<file path="src/conv_pkg.sv">
`default_nettype none

package conv_pkg;

	localparam int KERNEL_SIZE = 3;
	localparam int KERNEL_TAPS = KERNEL_SIZE * KERNEL_SIZE;

	localparam int PIXEL_WIDTH = 8;
	localparam int WEIGHT_WIDTH = 8;
	localparam int PRODUCT_WIDTH = PIXEL_WIDTH + WEIGHT_WIDTH;
	localparam int ACC_WIDTH = 20;
	localparam int POS_WIDTH = 8;

	typedef logic signed [PIXEL_WIDTH-1:0] pixel_t;
	typedef logic signed [WEIGHT_WIDTH-1:0] weight_t;

	// nine 16-bit products need four guard bits.
	typedef logic signed [ACC_WIDTH-1:0] acc_t;

	// raster order, tap 0 is the oldest pixel at the top-left.
	typedef struct packed {
		pixel_t [KERNEL_TAPS-1:0] tap;
	} window_t;

	typedef weight_t [KERNEL_TAPS-1:0] kernel_t;

	typedef struct packed {
		logic [POS_WIDTH-1:0] row;
		logic [POS_WIDTH-1:0] col;
	} pos_t;

	typedef enum logic [1:0] {
		CONV_IDLE,
		CONV_RUN,
		CONV_DRAIN
	} conv_state_t;

endpackage

`default_nettype wire

</file>
<file path="src/window_buffer.sv">
`timescale 1ns/1ns
`default_nettype none

module window_buffer import conv_pkg::*; #(
	parameter int IMG_SIZE = 8
) (
	input logic clk,
	input logic reset,
	input logic shift,
	input pixel_t pixel_in,
	output window_t window
);

	// enough history for the top-left pixel of the window.
	localparam int DEPTH = (KERNEL_SIZE - 1) * IMG_SIZE + KERNEL_SIZE;

	pixel_t line [DEPTH];

	always_ff @(posedge clk or posedge reset)
	begin
		if (reset)
		begin
			for (int i = 0; i < DEPTH; i++)
			begin
				line[i] <= '0;
			end
		end
		else if (shift)
		begin
			line[0] <= pixel_in;
			for (int i = 1; i < DEPTH; i++)
			begin
				line[i] <= line[i-1];
			end
		end
	end

	// line[0] is the newest pixel, the bottom-right of the window.
	always_comb
	begin
		for (int r = 0; r < KERNEL_SIZE; r++)
		begin
			for (int c = 0; c < KERNEL_SIZE; c++)
			begin
				window.tap[r*KERNEL_SIZE+c] =
					line[(KERNEL_SIZE-1-r)*IMG_SIZE + (KERNEL_SIZE-1-c)];
			end
		end
	end

endmodule

`default_nettype wire

</file>
<file path="src/position_counter.sv">
`timescale 1ns/1ns
`default_nettype none

module position_counter import conv_pkg::*; #(
	parameter int IMG_SIZE = 8
) (
	input logic clk,
	input logic reset,
	input logic clear,
	input logic advance,
	output pos_t pos,
	output logic row_end,
	output logic frame_end
);

	localparam logic [POS_WIDTH-1:0] LAST = POS_WIDTH'(IMG_SIZE - 1);

	assign row_end = (pos.col == LAST);
	assign frame_end = row_end && (pos.row == LAST);

	always_ff @(posedge clk or posedge reset)
	begin
		if (reset)
		begin
			pos <= '0;
		end
		else if (clear)
		begin
			pos <= '0;
		end
		else if (advance)
		begin
			if (frame_end)
			begin
				pos <= '0;
			end
			else if (row_end)
			begin
				pos.col <= '0;
				pos.row <= pos.row + 1'b1;
			end
			else
			begin
				pos.col <= pos.col + 1'b1;
			end
		end
	end

endmodule

`default_nettype wire

</file>
<file path="src/conv_control.sv">
`timescale 1ns/1ns
`default_nettype none

module conv_control import conv_pkg::*; #(
	parameter int IMG_SIZE = 8
) (
	input logic clk,
	input logic reset,
	input logic frame_start,
	input logic pixel_valid,
	input pos_t pos,
	input logic frame_end,
	output logic shift,
	output logic clear,
	output logic window_valid,
	output logic busy,
	output logic frame_done
);

	localparam logic [POS_WIDTH-1:0] FIRST_FULL = POS_WIDTH'(KERNEL_SIZE - 1);

	// the last result leaves the mac on this drain count.
	localparam logic [1:0] DRAIN_LAST = 2'd2;

	conv_state_t state;
	logic [1:0] drain_count;
	logic window_complete;

	if (IMG_SIZE < KERNEL_SIZE || IMG_SIZE > 255)
	begin : g_size_check
		$error("IMG_SIZE must lie between KERNEL_SIZE and 255");
	end

	assign shift = (state == CONV_RUN) && pixel_valid;
	assign clear = (state == CONV_IDLE) && frame_start;
	assign busy = (state != CONV_IDLE);

	// no padding, so only windows wholly inside the image count.
	assign window_complete = (pos.col >= FIRST_FULL) && (pos.row >= FIRST_FULL);

	always_ff @(posedge clk or posedge reset)
	begin
		if (reset)
		begin
			state <= CONV_IDLE;
			drain_count <= '0;
			window_valid <= 1'b0;
			frame_done <= 1'b0;
		end
		else
		begin
			window_valid <= shift && window_complete;
			frame_done <= 1'b0;
			case (state)
				CONV_IDLE:
				begin
					if (frame_start)
					begin
						state <= CONV_RUN;
					end
				end
				CONV_RUN:
				begin
					if (shift && frame_end)
					begin
						state <= CONV_DRAIN;
						drain_count <= '0;
					end
				end
				CONV_DRAIN:
				begin
					if (drain_count == DRAIN_LAST)
					begin
						state <= CONV_IDLE;
						frame_done <= 1'b1;
					end
					else
					begin
						drain_count <= drain_count + 1'b1;
					end
				end
				default:
				begin
					state <= CONV_IDLE;
				end
			endcase
		end
	end

endmodule

`default_nettype wire

</file>
<file path="src/kernel_regs.sv">
`timescale 1ns/1ns
`default_nettype none

module kernel_regs import conv_pkg::*; (
	input logic clk,
	input logic reset,
	input logic kernel_load,
	input weight_t weight_in,
	output kernel_t kernel
);

	// new weight enters at the top tap, the first one ends at tap 0.
	always_ff @(posedge clk or posedge reset)
	begin
		if (reset)
		begin
			kernel <= '0;
		end
		else if (kernel_load)
		begin
			kernel <= {weight_in, kernel[KERNEL_TAPS-1:1]};
		end
	end

endmodule

`default_nettype wire

</file>
<file path="src/window_mac.sv">
`timescale 1ns/1ns
`default_nettype none

module window_mac import conv_pkg::*; (
	input logic clk,
	input logic reset,
	input logic window_valid,
	input window_t window,
	input kernel_t kernel,
	output logic result_valid,
	output acc_t result
);

	logic signed [PRODUCT_WIDTH-1:0] product [KERNEL_TAPS];
	logic product_valid;
	acc_t product_sum;

	always_ff @(posedge clk or posedge reset)
	begin
		if (reset)
		begin
			product_valid <= 1'b0;
			result_valid <= 1'b0;
		end
		else
		begin
			product_valid <= window_valid;
			result_valid <= product_valid;
		end
	end

	// stage one, one signed product per tap.
	always_ff @(posedge clk)
	begin
		if (window_valid)
		begin
			for (int i = 0; i < KERNEL_TAPS; i++)
			begin
				product[i] <= $signed(window.tap[i]) * $signed(kernel[i]);
			end
		end
	end

	always_comb
	begin
		product_sum = '0;
		for (int i = 0; i < KERNEL_TAPS; i++)
		begin
			product_sum = product_sum + acc_t'(product[i]);
		end
	end

	// stage two.
	always_ff @(posedge clk)
	begin
		if (product_valid)
		begin
			result <= product_sum;
		end
	end

endmodule

`default_nettype wire

</file>
<file path="src/conv_layer.sv">
`timescale 1ns/1ns
`default_nettype none

module conv_layer import conv_pkg::*; #(
	parameter int IMG_SIZE = 8
) (
	input logic clk,
	input logic reset,
	input logic kernel_load,
	input weight_t weight_in,
	input logic frame_start,
	input logic pixel_valid,
	input pixel_t pixel_in,
	output logic busy,
	output logic result_valid,
	output acc_t result,
	output logic frame_done
);

	logic shift;
	logic clear;
	logic window_valid;
	logic frame_end;
	pos_t pos;
	window_t window;
	kernel_t kernel;

	window_buffer #(
		.IMG_SIZE(IMG_SIZE)
	) window_buffer_inst (
		.clk(clk),
		.reset(reset),
		.shift(shift),
		.pixel_in(pixel_in),
		.window(window)
	);

	// row_end is only needed inside the counter.
	position_counter #(
		.IMG_SIZE(IMG_SIZE)
	) position_counter_inst (
		.clk(clk),
		.reset(reset),
		.clear(clear),
		.advance(shift),
		.pos(pos),
		.row_end(),
		.frame_end(frame_end)
	);

	conv_control #(
		.IMG_SIZE(IMG_SIZE)
	) conv_control_inst (
		.clk(clk),
		.reset(reset),
		.frame_start(frame_start),
		.pixel_valid(pixel_valid),
		.pos(pos),
		.frame_end(frame_end),
		.shift(shift),
		.clear(clear),
		.window_valid(window_valid),
		.busy(busy),
		.frame_done(frame_done)
	);

	kernel_regs kernel_regs_inst (
		.clk(clk),
		.reset(reset),
		.kernel_load(kernel_load),
		.weight_in(weight_in),
		.kernel(kernel)
	);

	window_mac window_mac_inst (
		.clk(clk),
		.reset(reset),
		.window_valid(window_valid),
		.window(window),
		.kernel(kernel),
		.result_valid(result_valid),
		.result(result)
	);

endmodule

`default_nettype wire

</file>
<file path="config.mk">
export PLATFORM = sky130hd
export DESIGN_NAME = conv_layer
export DESIGN_NICKNAME = d
export VERILOG_FILES = /design/src/conv_pkg.sv /design/src/window_buffer.sv /design/src/position_counter.sv /design/src/conv_control.sv /design/src/kernel_regs.sv /design/src/window_mac.sv /design/src/conv_layer.sv
export SDC_FILE = /design/constraint.sdc
export NUM_CORES = 2
export LEC_CHECK = 0
export BUFFER_PORTS_ARGS = -buffer_cell sky130_fd_sc_hd__buf_4
export CORE_AREA = 2 2 205 409
export DETAILED_ROUTE_END_ITERATION = 6
export DIE_AREA = 0 0 207 411
export PLACE_DENSITY = 0.65
export SYNTH_ARGS = -nofsm -noshare
export SYNTH_HDL_FRONTEND = slang
export SYNTH_SLANG_ARGS = --single-unit
export TNS_END_PERCENT = 100
</file>
<file path="constraint.sdc">
create_clock -name clk -period 10.45 [get_ports clk]
set_clock_uncertainty 0.15 [all_clocks]
set_input_delay 2.09 -clock clk [delete_from_list [all_inputs] [get_ports clk]]
set_output_delay 2.09 -clock clk [all_outputs]
set_load 0.05 [all_outputs]
</file>
==> results.txt <==
Final design utilization: 0.530. The total power density per cell area was 284 mW/mm2. The run finished with clean final reports. Along the worst hold path, the cell count comes to 2. The number of nets in the synthesized netlist is 4981. The overall die height is 411 um. The clock tree root driver cell was sky130_fd_sc_hd__clkbuf_16. The routability congestion estimate was 0.871; the global-route met1 utilization was 0.284. TritonCTS built the clock tree.

The post-placement setup slack came out at 3590 ps. Detailed routing inserted a total of 26400 vias. After detailed routing, the number of vias per cell comes to 5.17. Dividing the synthesized area by the synthesized cell count gives 10.1 um2.

The clock reaches the later pin of the worst-skew pair after 600 ps. The repair_antennas step left the layout with diodes totalling 0. In this run the critical register-to-register path is captured at window_mac_inst.result[18]. The aggregate routed wire length came out at 86800 um.

Sequential element share of the synthesized area: 0.273. The async set-or-reset flop fraction in the synthesized netlist was 0.602; the final-stage net count was 4947. Entering global routing, the biggest net connects 135 pins.

The required arrival time at the worst endpoint is 10640 ps, and the depth of the CTS H-tree is 2. IR analysis of the VDD net gives a maximum drop of 311 uV. Cell count after synthesis: 4052. The final setup violation count came out at 0. For this run, the top clock speed supported by timing is 145 MHz. Across all register-to-register paths, the minimum setup slack is 3570 ps. The share of cells above drive strength 1 came out at 0.0511. Yosys mapped a number of flops with a built-in enable equal to 164.

During placement, the flow inserted port buffers numbering 43. The number of storage elements in the synthesis netlist was 412; the worst stage delay on the critical path was 560 ps. The number of warnings reported in the yosys synthesis log is 0. In the layout the commonest cells are sky130_fd_sc_hd__inv_1 (740), sky130_fd_sc_hd__nand2_1 (662), sky130_fd_sc_hd__fa_1 (600), sky130_fd_sc_hd__and2_1 (344), sky130_fd_sc_hd__ha_1 (308). Setup repair after global routing left no endpoint under its margin. The beginning of the worst hold path is window_buffer_inst.line[61]. The highest-delay cell along the critical path was sky130_fd_sc_hd__fa_1. The overall die area came out at 0.0851 mm2.

STA puts the critical path data arrival time at 7080 ps. The run gives 0 as the count of pins over their slew limit. The run gives 28800 as the number of global-route vias before repair.

The clock input transition at the sequential cells of the worst setup and hold paths came out at 70 ps. The overall global routing resource usage was 0.216; the tightest slew margin relative to the limit was 0.275. In this run the cell area of the synthesized design comes to 0.0408 mm2.

The total clock sinks was 412. Once detail routing completed, the nets flagged for antenna violations numbered 0. For the final routed database, the setup TNS stands at 0 ps. The number of gates resized after CTS was 0.

The standard-cell row count was 149; the DRC marker count from the first detailed-route iteration was 1296. The run gives 149000 um as the first-pass GRT wire length. The tool flagged a number of max-cap violations equal to 0. Leaving out fill and tap cells, the most frequent cell in the layout is sky130_fd_sc_hd__inv_1. From left edge to right edge, the die measures 207 um. For this design the top-level I/O count stands at 44.

For the met3 track utilization from global routing, the log shows 0.0226. Summed over all cells, the static leakage comes to 20.5 nW. For the number of buffers created by CTS, the log shows 43. The number of different library cells used by synthesis comes to 66.

Final design area excluding fillers: 0.0435 mm2. Setup slack closes at 3570 ps. The worst setup path is launched from a flop.

The run gives 0 as the final hold violation count. The cell occurring most often along the worst timing path was sky130_fd_sc_hd__fa_1. The region available for standard cell placement spans 0.0820 mm2.

The run gives 0.375 as the met2 demand-to-capacity share in global routing. Buffers inserted to repair hold after CTS numbered 0. The classification of the worst setup path was reg -> reg.

The initial antenna violation count is 1, and the maximum net fanout on the critical path is 7. The total congestion overflow was 0. Once the clock tree was built, the setup fixing pass inserted 0 buffers. Before antenna repair, the detailed router went through 5 iterations. At the pin with the least slew margin, the transition time is 1090 ps.

The startpoint identified for the worst register-to-register timing path is window_mac_inst.product[0][1]. After detailed placement, the total cell area comes to 0.0420 mm2. The type of the worst min-delay path is reg -> reg. The path depth of the worst reg2reg path came out at 25. The worst path in the final design needs a cycle of 6880 ps, including I/O delays and setup. Among all flip-flop cells after synthesis, the most frequent one is sky130_fd_sc_hd__dfrtp_1.

The run gives 0 as the count of unresolved DRC violations after routing. The most utilized layer in the global route result is met2. The routed wire length per instance works out to 17.0 um.

The area growth from synthesis to layout was 6.60%. The starting density of the core was 0.497. The clock passes through at most 3 buffers. The share of the cycle needed by the critical path after routing was 0.659.

The worst setup path is captured at a flop. Endpoint of the worst hold path: window_buffer_inst.line[53]. For the HPWL after detailed placement, the log shows 67400 um.
==> sequential cells by signal (all words and copies together) (netlist names) <==
register and cells:
conv_control_inst.drain_count 2, conv_control_inst.frame_done 1, conv_control_inst.state 2, conv_control_inst.window_valid 1
kernel_regs_inst.kernel 72, position_counter_inst.pos 16, window_buffer_inst.line 80, window_buffer_inst.window 72
window_mac_inst.product 144, window_mac_inst.product_valid 1, window_mac_inst.result 20, window_mac_inst.result_valid 1
==> cells by family (layout without fill, tap and decap cells) <==
| logic type | Yosys count | after routing | share of synthesized area |
|---|---|---|---|
| AND/OR/NAND/NOR | 1342 | 1342 | 0.158 |
| adder cells (fa/ha/maj) | 908 | 908 | 0.389 |
| buffers and inverters | 870 | 870 | 0.0802 |
| flip-flops | 412 | 412 | 0.273 |
| AO/OA/AOI/OAI | 269 | 269 | 0.0414 |
| XOR/XNOR | 182 | 182 | 0.0391 |
| multiplexers | 69 | 69 | 0.0189 |
==> area by class of cell <==
class                   count  area, um2
flip-flops and latches    412      11100
clock inverters            22        203
clock buffers              57       1240
well taps                1057       1320
inverters                 741       2790
fillers                  7329      38600
repair buffers             50        388
multi-input cells        2770      26400
==> synthesized netlist by cell type, types with 6 or more instances <==
library cell	n	share of area
sky130_fd_sc_hd__and3_1	13	0.0020
sky130_fd_sc_hd__o21bai_1	10	0.0018
sky130_fd_sc_hd__o21ai_0	81	0.0099
sky130_fd_sc_hd__nor2b_1	28	0.0043
sky130_fd_sc_hd__a2111oi_0	10	0.0021
sky130_fd_sc_hd__nand2b_1	62	0.0095
sky130_fd_sc_hd__nor4_1	10	0.0015
sky130_fd_sc_hd__ha_1	308	0.095
sky130_fd_sc_hd__and4_1	9	0.0019
sky130_fd_sc_hd__dfrtp_1	248	0.15
sky130_fd_sc_hd__a211oi_1	21	0.0039
sky130_fd_sc_hd__inv_1	741	0.068
sky130_fd_sc_hd__nor3_1	48	0.0059
sky130_fd_sc_hd__nand3_1	23	0.0028
sky130_fd_sc_hd__nand4_1	11	0.0017
sky130_fd_sc_hd__o41ai_1	7	0.0015
sky130_fd_sc_hd__and2_1	344	0.053
sky130_fd_sc_hd__mux2_2	63	0.017
sky130_fd_sc_hd__xor2_1	22	0.0047
sky130_fd_sc_hd__nor2_1	107	0.0099
sky130_fd_sc_hd__fa_1	600	0.29
sky130_fd_sc_hd__xnor2_1	160	0.034
sky130_fd_sc_hd__mux2i_1	6	0.0015
sky130_fd_sc_hd__o21a_1	9	0.0017
sky130_fd_sc_hd__clkbuf_1	122	0.011
sky130_fd_sc_hd__edfxtp_1	164	0.12
sky130_fd_sc_hd__a21oi_1	71	0.0087
sky130_fd_sc_hd__a31oi_1	7	0.0011
sky130_fd_sc_hd__nand2_1	663	0.061
sky130_fd_sc_hd__a21o_1	21	0.0039
==> layer usage <==
layer / vias to the layer above / part of all wire
met2: 420 / 0.49
met3: 148 / 0.034
met5: - / 0.00010
li1: 12400 / -
met1: 13400 / 0.44
met4: 2 / 0.035
==> worst max-delay path, delay by kind of cell (launching register included) <==
kind                       cells  cell delay [ps]
adders and majority gates      8             3180
AOI/OAI and AO/OA              6             1530
and+or+nand+nor                4              780
DFF                            1              330
buffers and inverters          5              330
xor gates and xnor gates       2              310
==> worst max-delay path by stage <==
stage | startpoint | to | slack (ps) | depth (start not counted)
global placement | window_mac_inst.product[0][17] | window_mac_inst.result[18] | 3730 | 24
finish | window_mac_inst.product[0][1] | window_mac_inst.result[18] | 3570 | 25
detailed placement | window_mac_inst.product[0][17] | window_mac_inst.result[18] | 3590 | 24
global route | window_mac_inst.product[0][1] | window_mac_inst.result[18] | 3220 | 24
CTS | window_mac_inst.product[0][1] | window_mac_inst.result[18] | 3600 | 24
floorplan | reset | conv_control_inst.drain_count[0] | 1400 | 1
==> where the power goes <==
part	leakage, nW	switching (mW)	internal (mW)
Combinational	15.0	4.58	3.37
Clock	0.719	0.692	0.897
Sequential	4.82	0.542	2.28
==> metrics by stage <==
stage	std cells	hold slack (ps)	power, mW
after global placement	5030	300	10.7
after floorplan	4052	289	8.57
after CTS	5109	317	12.5
after global routing	5109	329	13.7
final	5109	312	12.4
after detailed placement	5030	304	10.9
(Power assumes the default switching activity.)
